[config.mk]
export PLATFORM = sky130hd
export DESIGN_NAME = app_pacer
export DESIGN_NICKNAME = d
export VERILOG_FILES = /design/src/app_pkg.sv /design/src/app_pacer.sv
export SDC_FILE = /design/constraint.sdc
export NUM_CORES = 1
export LEC_CHECK = 0
export BUFFER_PORTS_ARGS = -buffer_cell sky130_fd_sc_hd__buf_2
export CAP_MARGIN = 0
export CORE_MARGIN = 3
export CORE_UTILIZATION = 60
export DETAILED_ROUTE_END_ITERATION = 6
export PLACE_DENSITY = 0.78
export REMOVE_ABC_BUFFERS = 1
export SETUP_SLACK_MARGIN = 0.15
export SLEW_MARGIN = 5
export SYNTH_ARGS = -nofsm -noshare
export SYNTH_HDL_FRONTEND = slang
export SYNTH_SLANG_ARGS = --single-unit
export TNS_END_PERCENT = 20
[constraint.sdc]
create_clock -name clk_i -period 4.5 [get_ports clk_i]
set_clock_uncertainty 0.1 [all_clocks]
set_input_delay 0.675 -clock clk_i [delete_from_list [all_inputs] [get_ports clk_i]]
set_output_delay 0.675 -clock clk_i [all_outputs]
set_load 0.05 [all_outputs]
[src/app_pkg.sv]
//################################################
// App package
// Opcodes, FSM states, sizes and stream types shared
// by the USB serial application block
//################################################
package app_pkg;

   localparam logic [7:0] ESC_BYTE = 8'h00;

   localparam int RAM_SIZE = 1024;
   localparam int RAM_AW = 10;
   localparam int MEM_AW = 24;
   localparam int CNT_W = 24;
   localparam int WAIT_W = 8;

   localparam logic [31:0] CRC_POLY = 32'h04C11DB7;
   // Taps at bits 23, 22, 21 and 16
   localparam logic [23:0] LFSR_TAPS = 24'hE1_0000;

   // READ0..READ3 sit on a 4-aligned block so the low bits give the byte index
   typedef enum logic [3:0] {
      RESET    = 4'd0,
      LOOPBACK = 4'd1,
      CMD0     = 4'd2,
      CMD1     = 4'd3,
      CMD2     = 4'd4,
      CMD3     = 4'd5,
      IN       = 4'd6,
      OUT      = 4'd7,
      READ0    = 4'd8,
      READ1    = 4'd9,
      READ2    = 4'd10,
      READ3    = 4'd11,
      READ_RAM = 4'd12
   } app_state_t;

   typedef enum logic [7:0] {
      NO_CMD         = 8'd0,
      IN_CMD         = 8'd1,
      OUT_CMD        = 8'd2,
      ADDR_CMD       = 8'd3,
      WAIT_CMD       = 8'd4,
      LFSR_WRITE_CMD = 8'd5,
      LFSR_READ_CMD  = 8'd6,
      RAM_READ_CMD   = 8'd8
   } app_cmd_t;

   typedef struct packed {
      logic [7:0] data;
      logic       valid;
   } byte_stream_t;

   // One little-endian argument byte headed for a multi-byte register
   typedef struct packed {
      logic       stb;
      logic [1:0] idx;
      logic [7:0] data;
   } arg_load_t;

   typedef logic [1:0] byte_sel_t;

   // Replace the addressed byte of a 24-bit argument register
   function automatic logic [MEM_AW-1:0] put_byte(input logic [MEM_AW-1:0] cur,
                                                  input arg_load_t arg);
      logic [MEM_AW-1:0] res;
      res = cur;
      case (arg.idx)
         2'd0: res[7:0] = arg.data;
         2'd1: res[15:8] = arg.data;
         2'd2: res[23:16] = arg.data;
         default: res = cur;
      endcase
      return res;
   endfunction

endpackage

[src/app_pacer.sv]
//################################################
// Stream pacer
// Byte count of the running stream and the idle gap
// that follows each streamed data byte
//################################################
module app_pacer (
   input  logic               clk_i,
   input  logic               rstn,
   input  app_pkg::arg_load_t arg_i,
   input  logic               cnt_load_i,
   input  logic               wait_load_i,
   input  logic               step_i,
   output logic               gap_o,
   output logic               last_o
);
   import app_pkg::*;

   logic [CNT_W-1:0]  cnt_q;
   logic [WAIT_W-1:0] wait_q;
   logic [WAIT_W-1:0] timer_q;

   assign gap_o = |timer_q;
   assign last_o = (cnt_q == '0);

   // Count of remaining bytes, loaded one argument byte at a time
   always_ff @(posedge clk_i or negedge rstn) begin
      if (!rstn) begin
         cnt_q <= '0;
      end else if (cnt_load_i && arg_i.stb) begin
         cnt_q <= put_byte(cnt_q, arg_i);
      end else if (step_i && !last_o) begin
         cnt_q <= cnt_q - 1'b1;
      end
   end

   always_ff @(posedge clk_i or negedge rstn) begin
      if (!rstn) begin
         wait_q <= '0;
      end else if (wait_load_i && arg_i.stb) begin
         wait_q <= arg_i.data;
      end
   end

   // Gap timer restarts at W after every data byte
   always_ff @(posedge clk_i or negedge rstn) begin
      if (!rstn) begin
         timer_q <= '0;
      end else if (gap_o) begin
         timer_q <= timer_q - 1'b1;
      end else if (step_i) begin
         timer_q <= wait_q;
      end
   end

endmodule

==> flow_metrics.env <==
export IMPL_status="complete, no violations"
export IMPL_worst_skew_pair_late_latency_ns=0.29
export IMPL_path_delay_family="simple AND/OR/NAND/NOR gates"
export IMPL_drt_iter0_markers=268
export IMPL_crit_arrival_ns=2.33
export IMPL_maxSlewViolCount=0
export IMPL_synthArstFlopShare=1.00
export IMPL_cp_start_kind="flip-flop"
export IMPL_synth_edf_count=0
export IMPL_die_h_um=69.7
export IMPL_cts_buffers=5
export IMPL_antenna_found_initial=0
export IMPL_wl_per_cell_um=18.8
export IMPL_routabilityCongestion=0.917
export IMPL_synth_seq_cells=40
export IMPL_fin_nets=296
export IMPL_power_density_nw_per_um2=410
export IMPL_setup_viol_count_final=0
export IMPL_grt_pass1_wl_um=10300
export IMPL_synth_top_flop_cell="dfrtp_1"
export IMPL_peakVddDrop_mv=0.288
export IMPL_row_count=22
export IMPL_rsz0062_at_grt="false"
export IMPL_core_area_um2=3770
export IMPL_wl_met1_um=2640
export IMPL_final_util=0.686
export IMPL_post_place_cells=318
export IMPL_period_minus_slack_ns=3.10
export IMPL_clkSinkCount=40
export IMPL_cts_buffer_depth=2
export IMPL_io_buffers=17
export IMPL_critical_path_class="flip-flop to primary output"
export IMPL_stdcell_area_um2=2590
export IMPL_dr_wl_met2_um=2840
export IMPL_top_layer="met4"
export IMPL_antenna_diode_count=0
export IMPL_cts_max_level=2
export IMPL_slowest_delay_ns=0.46
export IMPL_crit_top_cell="nor3_1"
export IMPL_crit_chain="nor3_1 > and2_1 > nand2_1 > nor3_1 > buf_2"
export IMPL_viasPerCell=6.94
export IMPL_fin_crit_sh=0.690
export IMPL_grt_pass1_vias=2068
export IMPL_place_area_um2=2510
export IMPL_netlist_instances=269
export IMPL_start_util=0.645
export IMPL_grt_ovfl_total=0
export IMPL_cts_tree="done"
export IMPL_tightestPinTransition_ns=1.04
export IMPL_wl_met3_um=495
export IMPL_wirelength_um=6110
export IMPL_dpl_hpwl_um=4210
export IMPL_crit_required_ns=3.72
export IMPL_dieArea_um2=4850
export IMPL_critPathBufInv=1
export IMPL_first_pass_iters=5
export IMPL_synth_warnings=0
export IMPL_hold_path_class="primary input to asynchronous set/reset pin"
export IMPL_die_w_um=69.7
export IMPL_avgSynthCellArea_um2=9.04
export IMPL_clk_pin_slew_ns=0.07
export IMPL_antenna_left=0
export IMPL_ys_seq_area_frac=0.412
export IMPL_synth_cell_types=51
export IMPL_maxSlewHeadroom=0.302
export IMPL_track_usage=0.261
export IMPL_instances_no_fill=325
export IMPL_p_leak_nw=1.02
export IMPL_boundaryPins=18
export IMPL_drv_cap=0
export IMPL_drive_gt1_frac=0.152
export IMPL_area_growth_pct=6.33
export IMPL_critPathMaxFanout=8
export IMPL_ctsHoldBuffers=0
export IMPL_cp_end_kind="primary output"
export IMPL_hold_viol=0
export IMPL_ctsResizeCount=0
export IMPL_fmax_mhz=322
export IMPL_fin_tns_setup_ns=0
export IMPL_grt_max_degree=41
export IMPL_cts_setup_buffers=0
export IMPL_vias=2254
export IMPL_clockRootBuffer="clkbuf_8"
export IMPL_syn_cell_area_um2=2430
export IMPL_drc=0
export IMPL_cp_slowest_cell="nor3_1"
-- synth_stat cells, types with 3 or more instances --
cell type	instances	area share
ha_1	3	0.015
inv_1	10	0.015
a31oi_1	8	0.021
o211ai_1	6	0.019
o21ai_0	6	0.012
and2_1	6	0.015
mux2_2	9	0.042
buf_2	7	0.014
o22ai_1	5	0.013
o22a_1	12	0.043
nor3_1	10	0.021
and3_1	7	0.018
nor4_1	5	0.013
o311ai_0	3	0.011
nor2_1	22	0.034
a21oi_1	28	0.058
clkbuf_1	10	0.015
nand3_1	8	0.016
a41oi_1	3	0.011
dfrtp_1	40	0.41
a22oi_1	9	0.028
nand2_1	16	0.025
-- layout by cell type (no fill, tap or decap), types with 5 or more instances in the layout --
master     n
inv_1     10
dfrtp_1   40
o21ai_0    6
nor4_1     5
o22a_1    12
nand3_1    8
mux2_2     9
o211ai_1   6
nor3_1    10
nor2_1    22
o22ai_1    5
clkbuf_8   5
and2_1     6
a22oi_1    9
a21oi_1   28
nand2_1   16
a31oi_1    8
buf_2     17
and3_1     7
-- metrics by stage --
stage / worst slack, ns / total power [W] / hold slack, ns
detailed placement: 1.61 / 0.000833 / 0.394
CTS: 1.44 / 0.00106 / 0.413
floorplan: 1.50 / 0.000746 / 0.279
global placement: 1.67 / 0.000826 / 0.388
finish: 1.40 / 0.00106 / 0.401
global route: 1.26 / 0.00113 / 0.435
-- cell families (layout without fill, tap and decap cells) --
group	count (synthesis)	in the layout	synth area share
adders and majority gates	3	3	0.0154
buffers and inverters	29	37	0.0514
DFF	40	40	0.412
AOI/OAI and AO/OA	96	96	0.275
and+or+nand+nor	92	92	0.205
muxes	9	9	0.0417
-- cell type report --
cell class              count  area, µm²
clock buffers               6       72.6
clock inverters             1       5.00
fillers                   305       1180
inverters                  11       41.3
multi-input cells         200       1310
flip-flops and latches     40       1000
well taps                  48       60.1
repair buffers             19        100
-- flip-flops by register name (all words and copies together) (netlist names) --
register	flops
cnt_q	24
wait_q	8
timer_q	8
-- report_power, final --
group	switching, W	internal (W)	leakage [nW]
combinational	0.000139	0.000125	0.523
clock	0.000120	0.000105	0.0410
sequential	0.000113	0.000458	0.451
-- path summary, 6_finish.rpt --
path                            from          to  slack, ns  depth (start not counted)
setup / recovery           cnt_q[10]      last_o       1.40                          5
hold / removal                  rstn  timer_q[2]       0.40                          1
setup reg to reg            cnt_q[0]   cnt_q[19]       1.57                          7
hold reg to reg            wait_q[1]   wait_q[1]       0.41                          1
max in group asynchronous       rstn    cnt_q[0]       3.33                          1
min in group clk_i         wait_q[1]   wait_q[1]       0.41                          1
-- metal layers --
| layer | GRT usage | vias up |
|---|---|---|
| met5 | 0 | - |
| met2 | 0.395 | 120 |
| met3 | 0.0420 | 15 |
| met4 | 0.0872 | 0 |
| li1 | - | 1045 |
| met1 | 0.381 | 1074 |
Note: power is estimated with default switching activity, not from simulation.
