===== src/app_pkg.sv =====
//################################################
// App package
// Opcodes, FSM states, sizes and stream types shared
// by the USB serial application block
//################################################
package app_pkg;

   localparam logic [7:0] ESC_BYTE = 8'h00;

   localparam int RAM_SIZE = 1024;
   localparam int RAM_AW = 10;
   localparam int MEM_AW = 24;
   localparam int CNT_W = 24;
   localparam int WAIT_W = 8;

   localparam logic [31:0] CRC_POLY = 32'h04C11DB7;
   // Taps at bits 23, 22, 21 and 16
   localparam logic [23:0] LFSR_TAPS = 24'hE1_0000;

   // READ0..READ3 sit on a 4-aligned block so the low bits give the byte index
   typedef enum logic [3:0] {
      RESET    = 4'd0,
      LOOPBACK = 4'd1,
      CMD0     = 4'd2,
      CMD1     = 4'd3,
      CMD2     = 4'd4,
      CMD3     = 4'd5,
      IN       = 4'd6,
      OUT      = 4'd7,
      READ0    = 4'd8,
      READ1    = 4'd9,
      READ2    = 4'd10,
      READ3    = 4'd11,
      READ_RAM = 4'd12
   } app_state_t;

   typedef enum logic [7:0] {
      NO_CMD         = 8'd0,
      IN_CMD         = 8'd1,
      OUT_CMD        = 8'd2,
      ADDR_CMD       = 8'd3,
      WAIT_CMD       = 8'd4,
      LFSR_WRITE_CMD = 8'd5,
      LFSR_READ_CMD  = 8'd6,
      RAM_READ_CMD   = 8'd8
   } app_cmd_t;

   typedef struct packed {
      logic [7:0] data;
      logic       valid;
   } byte_stream_t;

   // One little-endian argument byte headed for a multi-byte register
   typedef struct packed {
      logic       stb;
      logic [1:0] idx;
      logic [7:0] data;
   } arg_load_t;

   typedef logic [1:0] byte_sel_t;

   // Replace the addressed byte of a 24-bit argument register
   function automatic logic [MEM_AW-1:0] put_byte(input logic [MEM_AW-1:0] cur,
                                                  input arg_load_t arg);
      logic [MEM_AW-1:0] res;
      res = cur;
      case (arg.idx)
         2'd0: res[7:0] = arg.data;
         2'd1: res[15:8] = arg.data;
         2'd2: res[23:16] = arg.data;
         default: res = cur;
      endcase
      return res;
   endfunction

endpackage


===== src/app_lfsr.sv =====
//################################################
// Pseudo-random byte source
// 24-bit XNOR LFSR, loaded and read one byte at a time
//################################################
module app_lfsr (
   input  logic               clk_i,
   input  logic               rstn,
   input  app_pkg::arg_load_t arg_i,
   input  logic               load_i,
   input  logic               step_i,
   input  app_pkg::byte_sel_t sel_i,
   output logic [7:0]         lfsr_byte_o
);
   import app_pkg::*;

   logic [23:0] lfsr_q;

   always_ff @(posedge clk_i or negedge rstn) begin
      if (!rstn) begin
         lfsr_q <= '0;
      end else if (load_i && arg_i.stb) begin
         lfsr_q <= put_byte(lfsr_q, arg_i);
      end else if (step_i) begin
         lfsr_q <= {lfsr_q[22:0], ~^(lfsr_q & LFSR_TAPS)};
      end
   end

   // Fourth byte of a readout pads with zero
   always_comb begin
      case (sel_i)
         2'd0: lfsr_byte_o = lfsr_q[7:0];
         2'd1: lfsr_byte_o = lfsr_q[15:8];
         2'd2: lfsr_byte_o = lfsr_q[23:16];
         default: lfsr_byte_o = 8'h00;
      endcase
   end

endmodule


===== config.mk =====
export PLATFORM = sky130hd
export DESIGN_NAME = app_lfsr
export DESIGN_NICKNAME = d
export VERILOG_FILES = /design/src/app_pkg.sv /design/src/app_lfsr.sv
export SDC_FILE = /design/constraint.sdc
export NUM_CORES = 1
export LEC_CHECK = 0
export BUFFER_PORTS_ARGS = -buffer_cell sky130_fd_sc_hd__buf_2
export CAP_MARGIN = 0
export CELL_PAD_IN_SITES_DETAIL_PLACEMENT = 1
export CELL_PAD_IN_SITES_GLOBAL_PLACEMENT = 1
export CORE_UTILIZATION = 45
export CTS_CLUSTER_SIZE = 10
export DETAILED_ROUTE_END_ITERATION = 12
export PLACE_DENSITY_LB_ADDON = 0.1
export SLEW_MARGIN = 40
export SYNTH_ARGS = -nofsm -noshare
export SYNTH_HDL_FRONTEND = slang
export SYNTH_SLANG_ARGS = --single-unit

===== constraint.sdc =====
create_clock -name clk_i -period 3 [get_ports clk_i]
set_clock_uncertainty 0.2 [all_clocks]
set_input_delay 0 -clock clk_i [delete_from_list [all_inputs] [get_ports clk_i]]
set_output_delay 0 -clock clk_i [all_outputs]
set_load 0.005 [all_outputs]

==> impl_metrics.py <==
metrics = {
    "timing": {
        "fin_tns_setup_ns": 0,
        "setup_viol_count_final": 0,
        "period_needed_ns": 2.11,
        "final_max_slew_viol_count": 0,
        "rsz0062_at_grt": "false",
        "period_share": 0.704,
        "setup_ws_ns": 0.887,
        "fmax_mhz": 473,
        "relSlewSlack": 0.492,
        "hold_viol": 0,
        "worst_pin_slew_ns": 0.760,
    },
    "setup_path": {
        "cp_max_fo": 13,
        "cpMostUsedCell": "dlygate4sd3_1",
        "crit_chain": "dlygate4sd3_1 > dlygate4sd3_1 > buf_2 > dlygate4sd3_1",
        "endpoint_kind": "async pin",
        "cpPeakStageDelay_ns": 1.00,
        "cp.required_ns": 3.24,
        "worstPathArrival_ns": 2.35,
        "critPathKind": "in2async",
        "slowest_stage": "dlygate4sd3_1",
        "worstSetupStartpointType": "input pin",
    },
    "drt": {
        "drt-initial-drc-count": 29,
        "drtPass1Iterations": 8,
        "num_vias": 1176,
        "drc": 3,
        "wirelength_mm": 3.74,
        "avgRoutedWirePerCell_um": 17.7,
        "antenna_left": 0,
        "routed_via_density": 5.57,
    },
    "synthesis": {
        "synth_cell_type_count": 22,
        "ys.flop_type": "dfrtp_1",
        "synth-async-reset-ratio": 1.00,
        "yosys.area.top_type_share": 0.431,
        "synth_most_common_cell": "mux2i_1",
        "ys_seq_area_frac": 0.431,
        "ys_top_cells_by_area": "dfrtp_1 (43%), mux2i_1 (22%), a21oi_1 (8.3%)",
        "ys_seq_elements": 24,
        "synth_edf_count": 0,
        "synth_area_per_cell_um2": 9.54,
        "yosys_warnings": 0,
        "synthCells": 146,
        "synth_nets": 163,
        "synth_top_area_cell": "dfrtp_1",
        "synth_common_cells": "mux2i_1 (31), dfrtp_1 (24), a21oi_1 (23), inv_1 (23)",
        "netlist_area_um2": 1390,
    },
    "die": {
        "die_w_um": 57.6,
        "core_um2": 2850,
        "rows": 19,
        "boundaryPins": 25,
        "die_y_um": 57.6,
        "die_area_um2": 3320,
        "initial_core_util": 0.488,
    },
    "finish": {
        "drive_gt1_frac": 0.178,
        "fillerInstances": 339,
        "n_antenna_cell": 0,
        "largest_reg_flops": 24,
        "reg_top3": "lfsr_q: 24 flops",
        "nets": 198,
        "multiInputGateArea_um2": 663,
        "post-route-util": 0.587,
        "syn2layout_area_growth_pct": 20.3,
        "finish.instance_area_um2": 1680,
        "largest_register": "lfsr_q",
        "seq_area_um2": 601,
    },
    "pwr": {
        "ir_drop_v": 0.000384,
        "powerDensity_nw_per_um2": 681,
        "p_switching_w": 0.000420,
        "power_frac_seq": 0.490,
        "cellInternalPower_w": 0.000720,
        "p_clk_frac": 0.159,
        "swShare": 0.369,
        "leakagePower_nw": 0.884,
        "p_comb_frac": 0.352,
    },
    "clocking": {
        "cts_sinks": 24,
        "cts-htree-levels": 1,
        "insertion_delay_ns": 0.33,
        "root_buffer": "clkbuf_4",
        "path_clk_slew_ns": 0.14,
        "postCtsSetupRepairBufs": 0,
        "tritoncts": "yes",
        "cts_buffers": 3,
        "clockBufferDepth": 2,
    },
    "global_route": {
        "antenna_found_initial": 0,
        "overflow": 0,
        "grt_pass1_wl_mm": 5.94,
        "grt_max_degree": 29,
        "first_global_vias": 1195,
        "track_usage": 0.245,
    },
    "place": {
        "post-place-ws_ns": 1.40,
        "io_buffers": 24,
        "postPlaceCellArea_um2": 1510,
        "gp_congestion": 0.766,
        "hpwl_mm": 2.57,
    },
    "outcome": {
        "failed_checks": "design-rule violations",
        "run_status": "finished, violations left",
    },
    "flow_run": {
        "drv_cap": 0,
    },
    "worst_hold_path": {
        "hold_path_class": "in2reg",
    },
}
[cell usage in the layout, fill, tap and decap left out, types with 3 or more instances in the layout]
| master | Yosys | layout |
|---|---|---|
| mux2i_1 | 31 | 31 |
| buf_2 | 1 | 24 |
| dfrtp_1 | 24 | 24 |
| inv_1 | 23 | 23 |
| a21oi_1 | 23 | 23 |
| dlygate4sd3_1 | 0 | 13 |
| nand2_1 | 8 | 8 |
| o21ai_1 | 8 | 8 |
| and3_1 | 8 | 8 |
| clkbuf_4 | 0 | 3 |
[power groups by stage]
stage          Combinational [W]  Clock [W]  Sequential, W
2_1_floorplan           0.000273          0       0.000526
3_3_place_gp            0.000354          0       0.000559
3_5_place_dp            0.000373          0       0.000564
4_1_cts                 0.000402   0.000183       0.000556
5_1_grt                 0.000453   0.000193       0.000573
6_report                0.000401   0.000181       0.000559
[per-layer routing]
metal  global-route usage  vias to the layer above  share of wire
li1                     -                      562              -
met1                0.323                      583           0.46
met2                0.417                       27           0.50
met3               0.0491                        4          0.036
met4               0.0523                        0         0.0067
met5                    0                        -              0
[metrics by stage]
step | cells | power [W] | hold slack (ns)
6_report | 211 | 0.00114 | 0.0349
5_1_grt | 211 | 0.00122 | 0.0647
4_1_cts | 211 | 0.00114 | 0.0343
3_5_place_dp | 194 | 0.000938 | -0.179
3_3_place_gp | 194 | 0.000913 | -0.186
2_1_floorplan | 146 | 0.000798 | -0.496
[critical path, delay by kind of cell]
| family | cells | cell delay, ns |
|---|---|---|
| buf+inv | 4 | 2.34 |
[final timing paths]
| path | cells after the start | from | slack [ns] | endpoint |
|---|---|---|---|---|
| worst min register to register | 2 | lfsr_q[13] | 0.35 | lfsr_q[13] |
| worst max-delay path | 4 | rstn | 0.89 | lfsr_q[4] |
| max in group clk_i | 6 | step_i | 0.95 | lfsr_q[0] |
| min in group asynchronous | 3 | rstn | 0.41 | lfsr_q[19] |
| worst max register to register | 4 | lfsr_q[21] | 1.04 | lfsr_q[0] |
| worst min-delay path | 4 | arg_i[10] | 0.03 | lfsr_q[23] |
[repair_timing]
action | CTS | global route
resized for setup | 0 | 0
hold buffers | 13 | 0
hold endpoints to repair | 45 | 0
[cell type report]
class | instances | area share
inverter | 23 | 0.0515
tap | 31 | 0.0232
timing repair buffer | 37 | 0.149
sequential | 24 | 0.358
multi-input combinational | 92 | 0.396
clock buffer | 4 | 0.0217
[cell families after synthesis]
kind of cell / Yosys count / synth area share
flip-flops: 24 / 0.431
buffers and inverters: 30 / 0.0925
XOR/XNOR: 3 / 0.0189
AND/OR/NAND/NOR: 22 / 0.0899
AO/OA/AOI/OAI: 36 / 0.145
multiplexers: 31 / 0.223
(Power assumes the default switching activity.)
