==> config.mk <==
export PLATFORM = sky130hd
export DESIGN_NAME = app_crc32
export DESIGN_NICKNAME = d
export VERILOG_FILES = /design/src/app_pkg.sv /design/src/app_crc32.sv
export SDC_FILE = /design/constraint.sdc
export NUM_CORES = 1
export LEC_CHECK = 0
export BUFFER_PORTS_ARGS = -buffer_cell sky130_fd_sc_hd__buf_2
export CAP_MARGIN = 20
export CORE_MARGIN = 2
export CORE_UTILIZATION = 30
export DETAILED_ROUTE_END_ITERATION = 10
export HOLD_SLACK_MARGIN = 0.15
export PLACE_DENSITY = 0.47
export SLEW_MARGIN = 5
export SYNTH_ARGS = -nofsm -noshare
export SYNTH_HDL_FRONTEND = slang
export SYNTH_SLANG_ARGS = --single-unit
==> constraint.sdc <==
create_clock -name clk_i -period 2.6 [get_ports clk_i]
set_input_delay 0.26 -clock clk_i [delete_from_list [all_inputs] [get_ports clk_i]]
set_output_delay 0.26 -clock clk_i [all_outputs]
set_load 0.005 [all_outputs]
==> src/app_pkg.sv <==
//################################################
// App package
// Opcodes, FSM states, sizes and stream types shared
// by the USB serial application block
//################################################
package app_pkg;

   localparam logic [7:0] ESC_BYTE = 8'h00;

   localparam int RAM_SIZE = 1024;
   localparam int RAM_AW = 10;
   localparam int MEM_AW = 24;
   localparam int CNT_W = 24;
   localparam int WAIT_W = 8;

   localparam logic [31:0] CRC_POLY = 32'h04C11DB7;
   // Taps at bits 23, 22, 21 and 16
   localparam logic [23:0] LFSR_TAPS = 24'hE1_0000;

   // READ0..READ3 sit on a 4-aligned block so the low bits give the byte index
   typedef enum logic [3:0] {
      RESET    = 4'd0,
      LOOPBACK = 4'd1,
      CMD0     = 4'd2,
      CMD1     = 4'd3,
      CMD2     = 4'd4,
      CMD3     = 4'd5,
      IN       = 4'd6,
      OUT      = 4'd7,
      READ0    = 4'd8,
      READ1    = 4'd9,
      READ2    = 4'd10,
      READ3    = 4'd11,
      READ_RAM = 4'd12
   } app_state_t;

   typedef enum logic [7:0] {
      NO_CMD         = 8'd0,
      IN_CMD         = 8'd1,
      OUT_CMD        = 8'd2,
      ADDR_CMD       = 8'd3,
      WAIT_CMD       = 8'd4,
      LFSR_WRITE_CMD = 8'd5,
      LFSR_READ_CMD  = 8'd6,
      RAM_READ_CMD   = 8'd8
   } app_cmd_t;

   typedef struct packed {
      logic [7:0] data;
      logic       valid;
   } byte_stream_t;

   // One little-endian argument byte headed for a multi-byte register
   typedef struct packed {
      logic       stb;
      logic [1:0] idx;
      logic [7:0] data;
   } arg_load_t;

   typedef logic [1:0] byte_sel_t;

   // Replace the addressed byte of a 24-bit argument register
   function automatic logic [MEM_AW-1:0] put_byte(input logic [MEM_AW-1:0] cur,
                                                  input arg_load_t arg);
      logic [MEM_AW-1:0] res;
      res = cur;
      case (arg.idx)
         2'd0: res[7:0] = arg.data;
         2'd1: res[15:8] = arg.data;
         2'd2: res[23:16] = arg.data;
         default: res = cur;
      endcase
      return res;
   endfunction

endpackage

==> src/app_crc32.sv <==
//################################################
// CRC-32 accumulator
// Byte-wise CRC update with selectable result byte
//################################################
module app_crc32 (
   input  logic               clk_i,
   input  logic               rstn,
   input  logic               init_i,
   input  logic               upd_i,
   input  logic [7:0]         data_i,
   input  app_pkg::byte_sel_t sel_i,
   output logic [7:0]         crc_byte_o
);
   import app_pkg::*;

   logic [31:0] crc_q;
   logic [7:0]  raw_byte;

   // MSB-first register fed with the data bits LSB first
   function automatic logic [31:0] crc_step(input logic [7:0] d, input logic [31:0] c);
      logic [31:0] r;
      r = c;
      for (int i = 0; i < 8; i++) begin
         if (d[i] ^ r[31]) begin
            r = {r[30:0], 1'b0} ^ CRC_POLY;
         end else begin
            r = {r[30:0], 1'b0};
         end
      end
      return r;
   endfunction

   function automatic logic [7:0] rev8(input logic [7:0] d);
      logic [7:0] r;
      for (int i = 0; i < 8; i++) begin
         r[i] = d[7-i];
      end
      return r;
   endfunction

   always_ff @(posedge clk_i or negedge rstn) begin
      if (!rstn) begin
         crc_q <= '1;
      end else if (init_i) begin
         crc_q <= '1;
      end else if (upd_i) begin
         crc_q <= crc_step(data_i, crc_q);
      end
   end

   // Select 0 is the top register byte, which is the low byte of the CRC
   assign raw_byte = crc_q[{~sel_i, 3'b000} +: 8];
   assign crc_byte_o = rev8(~raw_byte);

endmodule

==> results by group <==
Final layout
  – Max reg flops: 32
  – Layout cells sized above 1: 40.3%
  – Area grow syn2layout: 13.7%
  – Top flop regs: crc_q x32
  – Biggest register: crc_q
  – Nets: 224
  – N_diodes: 0
  – Fillers: 770

Run
  – Max-cap violations: 0

CTS
  – Hold buffers post-CTS: 0
  – Post-CTS setup buffer count: 0
  – Clk sinks: 32
  – Max clock buf depth: 2
  – Worst-path clk slew: 70 ps
  – H-tree depth: 2
  – TritonCTS Buffers: 5
  – Resized cells post-CTS: 0
  – CTS tree: yes
  – Clk root buf: clkbuf_8
  – Clock Latency Late Sink: 280 ps

Setup path
  – Worst R2R Path Depth: 4
  – Crit path from: crc_q[30]
  – Crit. End Element: register
  – Kind of critical path: register to register
  – R2R setup slack: 420 ps
  – Logic depth of the worst path, buffers included: 4
  – Worst setup endpoint: crc_q[13]
  – Worst R2R End: crc_q[13]
  – Critical-path cell list: xor2_4 > xnor2_1 > xnor3_1 > o21ai_0
  – Worst EP required: 2810 ps
  – Crit path launch type: register
  – CP max FO: 8
  – Slowest cell on crit path: xnor2_1
  – Kind of cell adding the most delay to the critical path: XOR/XNOR gates
  – Slowest stage delay, CP: 660 ps
  – FF-to-FF Start: crc_q[30]
  – Worst Path Buf+Inv: 0
  – Critical path arrival: 2390 ps

Logic synthesis
  – Register bit total from synthesis: 32
  – Syn_area_per_cell: 12.9 um2
  – Sequential share of the synthesized area: 34.5%
  – Syn_nets: 203
  – Yosys warns: 0
  – Count of cell types in the netlist: 19
  – Gate Count Post-Synth: 189
  – Cell Area, Synth: 2440 um2

Global routing
  – First-pass GRT wire length: 8850 um
  – All-Layer GR Usage: 13.5%
  – Initial antenna violation count: 0
  – Largest net degree at the start of global routing: 33
  – Vias in the first global route: 1582
  – GRT overflow: 0

Floorplan
  – Chip width: 94.1 um
  – Std cell rows: 32
  – Initial Utilization: 31.2%
  – IO Count: 22
  – DIE AREA: 8860 um2
  – Core ar.: 7810 um2
  – Die height: 94.1 um

Outcome
  – Status: complete, no violations

Worst hold path
  – Worst min path class: input pin to register
  – WHS Path Cells: 3

STA
  – Final hold vios: 0
  – Post-Route Setup TNS: 0 ps
  – Max transition margin: 48.7%
  – Slew @ Worst Pin: 764 ps
  – Final worst-path cycle share: 83.9%
  – F_max: 458 MHz
  – WHS: 387 ps
  – Clk_skew: 5.08 ps
  – Final Critical Period: 2180 ps
  – # setup viols final: 0
  – Max Slew Vio Count: 0
  – RSZ-0062 raised after global routing: false

Drt
  – Wire length on met3: 131 um
  – Drc violations: 0
  – Met2 wire length: 2530 um
  – DR pass1 iterations: 4
  – ANT nets after route: 0
  – Max layer used: met4
  – Routed WL: 5460 um
  – Avg Vias per Cell: 4.72
  – Vias: 1477
  – Iter 0 DRT Violations: 94
  – Wire length on met1: 2750 um
  – DR WL/cell: 17.4 um

Placed design
  – Final HPWL DP: 3830 um
  – Port Buf Inserts: 21
  – Gpl congestion: 0.712

Power and ir drop
  – Pwr dens: 1220 nW/um2
  – Lkg Pwr: 1.24 nW
  – Maximum VDD drop: 465 uV
[worst min-delay path, stage by stage]
cell and delay [ps]:
buf_2 200, a21oi_1 130, o21ai_0 80
[layout by cell type (no fill, tap or decap)]
| cell type | netlist | final |
|---|---|---|
| clkbuf_1 | 12 | 1 |
| xnor2_1 | 20 | 20 |
| a211o_1 | 17 | 17 |
| xor2_4 | 1 | 1 |
| nor2b_1 | 12 | 12 |
| o21ai_1 | 2 | 2 |
| a21bo_1 | 1 | 1 |
| buf_2 | 0 | 21 |
| inv_1 | 9 | 9 |
| mux4_2 | 8 | 8 |
| o21ai_0 | 7 | 7 |
| a21oi_1 | 15 | 15 |
| clkbuf_8 | 0 | 5 |
| clkinv_2 | 0 | 1 |
| dfstp_2 | 32 | 32 |
| xor3_1 | 5 | 5 |
| nor3_1 | 5 | 5 |
| nor2_1 | 6 | 6 |
| buf_4 | 0 | 5 |
| xor2_2 | 1 | 1 |
| bufinv_16 | 0 | 1 |
| xor2_1 | 11 | 11 |
| xnor2_2 | 10 | 10 |
| xnor3_1 | 15 | 15 |
[how the worst min path moves through the flow]
stage	startpoint	end	slack, ps
5_1_grt	init_i	crc_q[9]	420
3_5_place_dp	crc_q[10]	crc_q[10]	560
6_report	init_i	crc_q[24]	390
4_1_cts	init_i	crc_q[24]	390
2_1_floorplan	rstn	crc_q[0]	110
3_3_place_gp	crc_q[10]	crc_q[10]	550
[logic make-up (layout without fill, tap and decap cells)]
family,Yosys count,in the layout,synth area share (%)
mux,8,8,7.40
simple gates,23,23,5.03
compound gates,42,42,11.5
xor+xnor,63,63,38.4
flops,32,32,34.5
buf+inv,21,43,3.24
[synth_stat cells, drive strengths merged]
cell | n | area (um2)
dfstp | 32 | 841
a211o | 17 | 149
nor2 | 6 | 22.5
inv | 9 | 33.8
clkbuf | 12 | 45.0
nor2b | 12 | 75.1
a21bo | 1 | 10.0
o21ai | 9 | 45.0
xor3 | 5 | 119
xnor3 | 15 | 338
nor3 | 5 | 25.0
xnor2 | 30 | 338
mux4 | 8 | 180
a21oi | 15 | 75.1
xor2 | 13 | 140
[per-stage QoR]
stage	area, um2	utilization [%]	setup WS, ps	instances	power, W
after CTS	2770	35.5	399	313	0.00344
after floorplan	2440	-	677	189	0.00254
after detailed placement	2660	34.1	427	305	0.00294
after global placement	2660	34.1	430	305	0.00295
after global routing	2770	35.5	311	313	0.00359
final	2770	35.5	417	313	0.00338
[cell type report]
class | count | area (um2) | area share, %
Clock buffer | 6 | 72.6 | 2.62
Sequential cell | 32 | 841 | 30.4
Multi-Input combinational cell | 136 | 1520 | 54.8
Clock inverter | 2 | 35.0 | 1.27
Timing Repair Buffer | 26 | 143 | 5.15
Inverter | 9 | 33.8 | 1.22
Tap cell | 102 | 128 | 4.61
[power breakdown]
part	leakage (nW)	switching (W)	internal, W
combinational	0.845	0.000786	0.00120
sequential	0.337	0.000148	0.000765
clock	0.0552	0.000192	0.000284
[routing by layer]
| metal | up-vias | global-route usage (%) |
|---|---|---|
| met5 | - | 0 |
| met4 | 0 | 3.26 |
| met3 | 4 | 2.57 |
| met2 | 17 | 21.0 |
| met1 | 748 | 19.3 |
| li1 | 708 | - |
No activity file was read; power rests on OpenSTA's default activity.
