--- src/app_pkg.sv ---
//################################################
// App package
// Opcodes, FSM states, sizes and stream types shared
// by the USB serial application block
//################################################
package app_pkg;

   localparam logic [7:0] ESC_BYTE = 8'h00;

   localparam int RAM_SIZE = 1024;
   localparam int RAM_AW = 10;
   localparam int MEM_AW = 24;
   localparam int CNT_W = 24;
   localparam int WAIT_W = 8;

   localparam logic [31:0] CRC_POLY = 32'h04C11DB7;
   // Taps at bits 23, 22, 21 and 16
   localparam logic [23:0] LFSR_TAPS = 24'hE1_0000;

   // READ0..READ3 sit on a 4-aligned block so the low bits give the byte index
   typedef enum logic [3:0] {
      RESET    = 4'd0,
      LOOPBACK = 4'd1,
      CMD0     = 4'd2,
      CMD1     = 4'd3,
      CMD2     = 4'd4,
      CMD3     = 4'd5,
      IN       = 4'd6,
      OUT      = 4'd7,
      READ0    = 4'd8,
      READ1    = 4'd9,
      READ2    = 4'd10,
      READ3    = 4'd11,
      READ_RAM = 4'd12
   } app_state_t;

   typedef enum logic [7:0] {
      NO_CMD         = 8'd0,
      IN_CMD         = 8'd1,
      OUT_CMD        = 8'd2,
      ADDR_CMD       = 8'd3,
      WAIT_CMD       = 8'd4,
      LFSR_WRITE_CMD = 8'd5,
      LFSR_READ_CMD  = 8'd6,
      RAM_READ_CMD   = 8'd8
   } app_cmd_t;

   typedef struct packed {
      logic [7:0] data;
      logic       valid;
   } byte_stream_t;

   // One little-endian argument byte headed for a multi-byte register
   typedef struct packed {
      logic       stb;
      logic [1:0] idx;
      logic [7:0] data;
   } arg_load_t;

   typedef logic [1:0] byte_sel_t;

   // Replace the addressed byte of a 24-bit argument register
   function automatic logic [MEM_AW-1:0] put_byte(input logic [MEM_AW-1:0] cur,
                                                  input arg_load_t arg);
      logic [MEM_AW-1:0] res;
      res = cur;
      case (arg.idx)
         2'd0: res[7:0] = arg.data;
         2'd1: res[15:8] = arg.data;
         2'd2: res[23:16] = arg.data;
         default: res = cur;
      endcase
      return res;
   endfunction

endpackage

--- src/app_fsm.sv ---
//################################################
// Application FSM
// Parses escape, opcode and arguments, runs loopback
// and the IN, OUT, RAM read and readout sequences
//################################################
module app_fsm (
   input  logic                  clk_i,
   input  logic                  rstn,
   input  app_pkg::byte_stream_t buf_i,
   output logic                  pop_o,
   input  logic                  in_ready_i,
   input  logic                  gap_i,
   input  logic                  last_i,
   output logic [7:0]            in_data_o,
   output logic                  in_valid_o,
   output app_pkg::arg_load_t    arg_o,
   output logic                  cnt_load_o,
   output logic                  wait_load_o,
   output logic                  lfsr_load_o,
   output logic                  addr_load_o,
   output logic                  step_o,
   output logic                  lfsr_step_o,
   output logic                  crc_init_o,
   output logic                  crc_upd_o,
   output logic [7:0]            crc_data_o,
   output app_pkg::byte_sel_t    sel_o,
   output logic                  ram_we_o,
   output logic                  ram_re_o,
   output logic                  ram_inc_o,
   input  logic [7:0]            crc_byte_i,
   input  logic [7:0]            lfsr_byte_i,
   input  logic [7:0]            ram_rdata_i
);
   import app_pkg::*;

   app_state_t state_q;
   app_state_t state_d;
   app_state_t run_state;
   app_cmd_t   cmd_q;
   app_cmd_t   cmd_d;
   logic       mem_valid_q;
   logic       mem_valid_d;
   logic       in_valid;
   logic       in_ready;
   logic       arg_stb;

   // Outbound side is closed while a gap runs
   assign in_ready = in_ready_i & ~gap_i;
   assign in_valid_o = in_valid & ~gap_i;

   assign arg_o.stb = arg_stb;
   assign arg_o.idx = (state_q == CMD3) ? 2'd2 : (state_q == CMD2) ? 2'd1 : 2'd0;
   assign arg_o.data = buf_i.data;

   // State entered once the last argument byte is in
   always_comb begin
      case (cmd_q)
         IN_CMD: run_state = IN;
         OUT_CMD: run_state = OUT;
         RAM_READ_CMD: run_state = READ_RAM;
         default: run_state = LOOPBACK;
      endcase
   end

   always_ff @(posedge clk_i or negedge rstn) begin
      if (!rstn) begin
         state_q <= RESET;
         cmd_q <= NO_CMD;
         mem_valid_q <= 1'b0;
      end else begin
         state_q <= state_d;
         cmd_q <= cmd_d;
         mem_valid_q <= mem_valid_d;
      end
   end

   always_comb begin
      state_d = state_q;
      cmd_d = cmd_q;
      mem_valid_d = mem_valid_q;
      pop_o = 1'b0;
      in_data_o = buf_i.data;
      in_valid = 1'b0;
      arg_stb = 1'b0;
      cnt_load_o = 1'b0;
      wait_load_o = 1'b0;
      lfsr_load_o = 1'b0;
      addr_load_o = 1'b0;
      step_o = 1'b0;
      lfsr_step_o = 1'b0;
      crc_init_o = 1'b0;
      crc_upd_o = 1'b0;
      crc_data_o = buf_i.data;
      sel_o = 2'd0;
      ram_we_o = 1'b0;
      ram_re_o = 1'b0;
      ram_inc_o = 1'b0;

      case (state_q)
         RESET: begin
            if (buf_i.valid) begin
               state_d = LOOPBACK;
            end
         end
         LOOPBACK: begin
            if (buf_i.valid) begin
               if (buf_i.data == ESC_BYTE) begin
                  pop_o = 1'b1;
                  state_d = CMD0;
               end else begin
                  // Echo and store at the same time
                  in_valid = 1'b1;
                  pop_o = in_ready;
                  ram_we_o = in_ready;
                  ram_inc_o = in_ready;
               end
            end
         end
         CMD0: begin
            pop_o = 1'b1;
            if (buf_i.valid) begin
               cmd_d = app_cmd_t'(buf_i.data);
               state_d = CMD1;
            end
         end
         CMD1, CMD2, CMD3: begin
            crc_init_o = (state_q == CMD3);
            case (cmd_q)
               IN_CMD, OUT_CMD, RAM_READ_CMD, ADDR_CMD, LFSR_WRITE_CMD, WAIT_CMD: begin
                  pop_o = 1'b1;
                  if (buf_i.valid) begin
                     arg_stb = 1'b1;
                     cnt_load_o = (cmd_q == IN_CMD) || (cmd_q == OUT_CMD) ||
                                  (cmd_q == RAM_READ_CMD);
                     addr_load_o = (cmd_q == ADDR_CMD);
                     lfsr_load_o = (cmd_q == LFSR_WRITE_CMD);
                     wait_load_o = (cmd_q == WAIT_CMD);
                     // WAIT takes a single argument byte
                     if (state_q == CMD1 && cmd_q != WAIT_CMD) begin
                        state_d = CMD2;
                     end else if (state_q == CMD2) begin
                        state_d = CMD3;
                     end else begin
                        state_d = run_state;
                     end
                  end
               end
               LFSR_READ_CMD: state_d = READ0;
               default: state_d = LOOPBACK;
            endcase
         end
         IN: begin
            in_data_o = lfsr_byte_i;
            crc_data_o = lfsr_byte_i;
            in_valid = 1'b1;
            if (in_ready) begin
               crc_upd_o = 1'b1;
               lfsr_step_o = 1'b1;
               step_o = 1'b1;
               if (last_i) begin
                  state_d = READ0;
               end
            end
         end
         OUT: begin
            pop_o = ~gap_i;
            if (buf_i.valid && !gap_i) begin
               crc_upd_o = 1'b1;
               step_o = 1'b1;
               if (last_i) begin
                  state_d = READ0;
               end
            end
         end
         READ0, READ1, READ2, READ3: begin
            sel_o = state_q[1:0];
            in_data_o = (cmd_q == LFSR_READ_CMD) ? lfsr_byte_i : crc_byte_i;
            in_valid = 1'b1;
            if (in_ready) begin
               state_d = (state_q == READ3) ? LOOPBACK : app_state_t'(state_q + 4'd1);
            end
         end
         READ_RAM: begin
            in_data_o = ram_rdata_i;
            in_valid = mem_valid_q;
            if (!mem_valid_q) begin
               ram_re_o = 1'b1;
               ram_inc_o = 1'b1;
               mem_valid_d = 1'b1;
            end else if (in_ready) begin
               mem_valid_d = 1'b0;
               step_o = 1'b1;
               if (last_i) begin
                  // Address goes back to zero, arg strobe is low here
                  addr_load_o = 1'b1;
                  state_d = LOOPBACK;
               end
            end
         end
         default: state_d = LOOPBACK;
      endcase
   end

endmodule

--- config.mk ---
export PLATFORM = sky130hd
export DESIGN_NAME = app_fsm
export DESIGN_NICKNAME = d
export VERILOG_FILES = /design/src/app_pkg.sv /design/src/app_fsm.sv
export SDC_FILE = /design/constraint.sdc
export NUM_CORES = 1
export LEC_CHECK = 0
export ABC_AREA = 1
export BUFFER_PORTS_ARGS = -buffer_cell sky130_fd_sc_hd__buf_2
export CAP_MARGIN = 0
export CORE_MARGIN = 2
export CORE_UTILIZATION = 50
export CTS_BUF_LIST = sky130_fd_sc_hd__clkbuf_16
export DETAILED_ROUTE_END_ITERATION = 12
export GPL_ROUTABILITY_DRIVEN = 0
export PLACE_DENSITY = 0.86
export SYNTH_ARGS = -nofsm -noshare
export SYNTH_HDL_FRONTEND = slang
export SYNTH_SLANG_ARGS = --single-unit
--- constraint.sdc ---
create_clock -name clk_i -period 4.7 [get_ports clk_i]
set_input_delay 0.705 -clock clk_i [delete_from_list [all_inputs] [get_ports clk_i]]
set_output_delay 0.705 -clock clk_i [all_outputs]
set_load 0.02 [all_outputs]
==> flow_summary.json <==
{
  "outcome": "finished, final reports clean",
  "swShare_pct": 52.2,
  "coreArea_sq_um": 3080,
  "antenna_left": 0,
  "required_ns": 3.99,
  "path_cells": "inv_1 -> ha_1 -> nor2_2 -> inv_2 -> o21bai_4 -> nand2_2 -> inv_1 -> nand2_1 -> o2111ai_1 -> buf_2",
  "final_util_pct": 67.1,
  "stdcell_area_sq_um": 2070,
  "synthArstFlopShare_pct": 100,
  "numCtsBuffers": 3,
  "cts_setup_buffers": 0,
  "cts_htree_levels": 1,
  "timing.hold.worst.class": "primary input to asynchronous set/reset pin",
  "avgSynthCellArea_sq_um": 5.81,
  "antennaDiodeCount": 0,
  "netSwitchingPower_w": 0.000541,
  "antenna_found_initial": 0,
  "vias": 2063,
  "fin_crit_ns": 2.79,
  "synth_top_family_by_area": "simple AND/OR/NAND/NOR gates",
  "synth_xor_area_share_pct": 0.538,
  "max_slew_margin_pct": 70.3,
  "num_rows": 20,
  "hpwl_um": 3800,
  "period_share_pct": 59.4,
  "drt_iter0_drc": 112,
  "rsz0062_at_grt": "false",
  "io_buffers": 79,
  "yosysWarningCount": 0,
  "cts_resized": 0,
  "boundaryPins": 80,
  "synthTopCellsByArea": "dfrtp_1 (20%), nand2_1 (18%), nor2_1 (11%)",
  "synthAdderAreaFrac_pct": 3.08,
  "synth-edff-count": 0,
  "p_int_w": 0.000495,
  "p_leak_nw": 1.19,
  "clkSinkCount": 13,
  "synth_seq_cells": 13,
  "worst_ep_arrival_time_ns": 2.09,
  "grt_max_degree": 18,
  "fin_skew_ns": 0.00628,
  "insertion_delay_ns": 0.25,
  "tightest_slew_ns": 0.445,
  "finalMaxSlewViolations": 0,
  "die_area_sq_um": 3730,
  "critPathKind": "flip-flop to output pin",
  "final_nets": 394,
  "drive_above_1_share_pct": 27.6,
  "root_buffer": "clkbuf_16",
  "grt_pass1_wl_um": 7490,
  "crit_path_max_incr_delay_ns": 0.39,
  "synth-simple-area-share_pct": 41.4,
  "slowest_stage": "dfrtp_1",
  "drt_pass1_iterations": 4,
  "p_comb_share_pct": 64.3,
  "cts_tree": "done",
  "synthDistinctLibCells": 27,
  "drc_errors": 0,
  "synth_area_sq_um": 1630,
  "wirelength_um": 4660,
  "tns_ns": 0,
  "fmax_mhz": 358,
  "ir_drop_mv": 0.264,
  "synth_cells": 280,
  "synth_top_area_share_pct": 20.0,
  "crit_top_cell": "inv_1",
  "synth_compound_area_share_pct": 18.8,
  "area_growth_pct": 27.0,
  "hold_buffers": 0,
  "wl_per_cell_um": 11.8,
  "endpoint_kind": "output pin",
  "mostFrequentLayoutCells": "nand2_1 (79), buf_2 (79), nor2_1 (46)",
  "clkPwrFrac_pct": 15.8,
  "start_kind": "flip-flop",
  "ys_seq_area_share_pct": 20.0,
  "die-width_um": 61.0,
  "via_per_inst": 5.22,
  "die_height_um": 61.0,
  "synth_top_area_cell": "dfrtp_1",
  "placedInstanceArea_sq_um": 1990,
  "seqPwrFrac_pct": 19.9,
  "syn_nets": 322,
  "clockBufferDepth": 2,
  "power_density_nw_per_um2": 502,
  "grt_pass1_vias": 1762,
  "ys.flop_type": "dfrtp_1",
  "synth_mux_area_share_pct": 0,
  "grt_overflow_total": 0,
  "cp_max_fo": 8,
  "maxCapViolations": 0,
  "path_clk_slew_ns": 0.05,
  "start_util_pct": 52.8,
  "hold_violations": 0,
  "grt.total_usage_pct": 26.4,
  "setup_viol": 0
}
## worst paths after layout
check,start,end,slack (ns),cells after the start
worst max-delay path,state_q[1],in_data_o[5],1.91,10
worst min-delay path,rstn,state_q[0],0.35,1
worst max register to register,state_q[1],state_q[1],2.73,12
worst min register to register,mem_valid_q,mem_valid_q,0.49,1
max in group asynchronous,rstn,cmd_q[1],4.10,1
min in group clk_i,mem_valid_q,mem_valid_q,0.49,1
## metal layers
metal	track usage (%)	routed length (um)	up-vias	share of wire, %
li1	-	-	1035	-
met2	43.2	2120	97	45
met4	9.94	63	0	1.4
met3	3.99	388	8	8.3
met1	35.2	2090	923	45
met5	0	0	-	0
## power by group through the flow
stage	Clock, W	Sequential, W	Combinational (W)
finish	0.000163	0.000207	0.000666
global route	0.000169	0.000215	0.000740
CTS	0.000162	0.000205	0.000663
detailed placement	0	0.000206	0.000658
global placement	0	0.000204	0.000654
floorplan	0	0.000196	0.000514
## metrics by stage
step / worst slack (ns) / total power (W) / std cells / hold slack, ns
after global routing: 1.77 / 0.00112 / 395 / 0.371
after global placement: 2.19 / 0.000858 / 391 / 0.468
final: 1.91 / 0.00104 / 395 / 0.353
after floorplan: 2.38 / 0.000711 / 280 / 0.409
after detailed placement: 2.20 / 0.000864 / 391 / 0.482
after CTS: 1.92 / 0.00103 / 395 / 0.364
## worst max-delay path, delay by kind of cell (launching register included)
| family | cells | cell delay, ns |
|---|---|---|
| AOI/OAI and AO/OA | 2 | 0.26 |
| adders and majority gates | 1 | 0.26 |
| buffers and inverters | 4 | 0.58 |
| DFF | 1 | 0.39 |
| and+or+nand+nor | 3 | 0.34 |
## logic make-up (layout without fill, tap and decap cells)
logic type               Yosys count  count (layout)
AND/OR/NAND/NOR                  156             156
XOR/XNOR                           1               1
buffers and inverters             58             129
adder cells (fa/ha/maj)            4               4
flip-flops                        13              13
AO/OA/AOI/OAI                     48              48
## cells in the mapped netlist (3+ instances only)
cell type	n
o2111ai_1	9
buf_4	10
nor2_1	46
dfrtp_1	13
nand2_1	79
nand2_2	3
o211ai_1	3
nand3_1	19
a21oi_1	4
ha_1	4
inv_2	3
o21ai_0	26
inv_1	42
## layout make-up
type	count	area (sq um)
repair buffers	79	395
well taps	44	55.1
inverters	46	173
fillers	298	1010
flip-flops and latches	13	325
clock inverters	1	5.00
multi-input cells	209	1040
clock buffers	3	75.1
## state kept, by name, summed over array words and instances, names as in the netlist
register,cells
mem_valid_q,1
cmd_q,8
state_q,4
No activity file was read; power rests on OpenSTA's default activity.
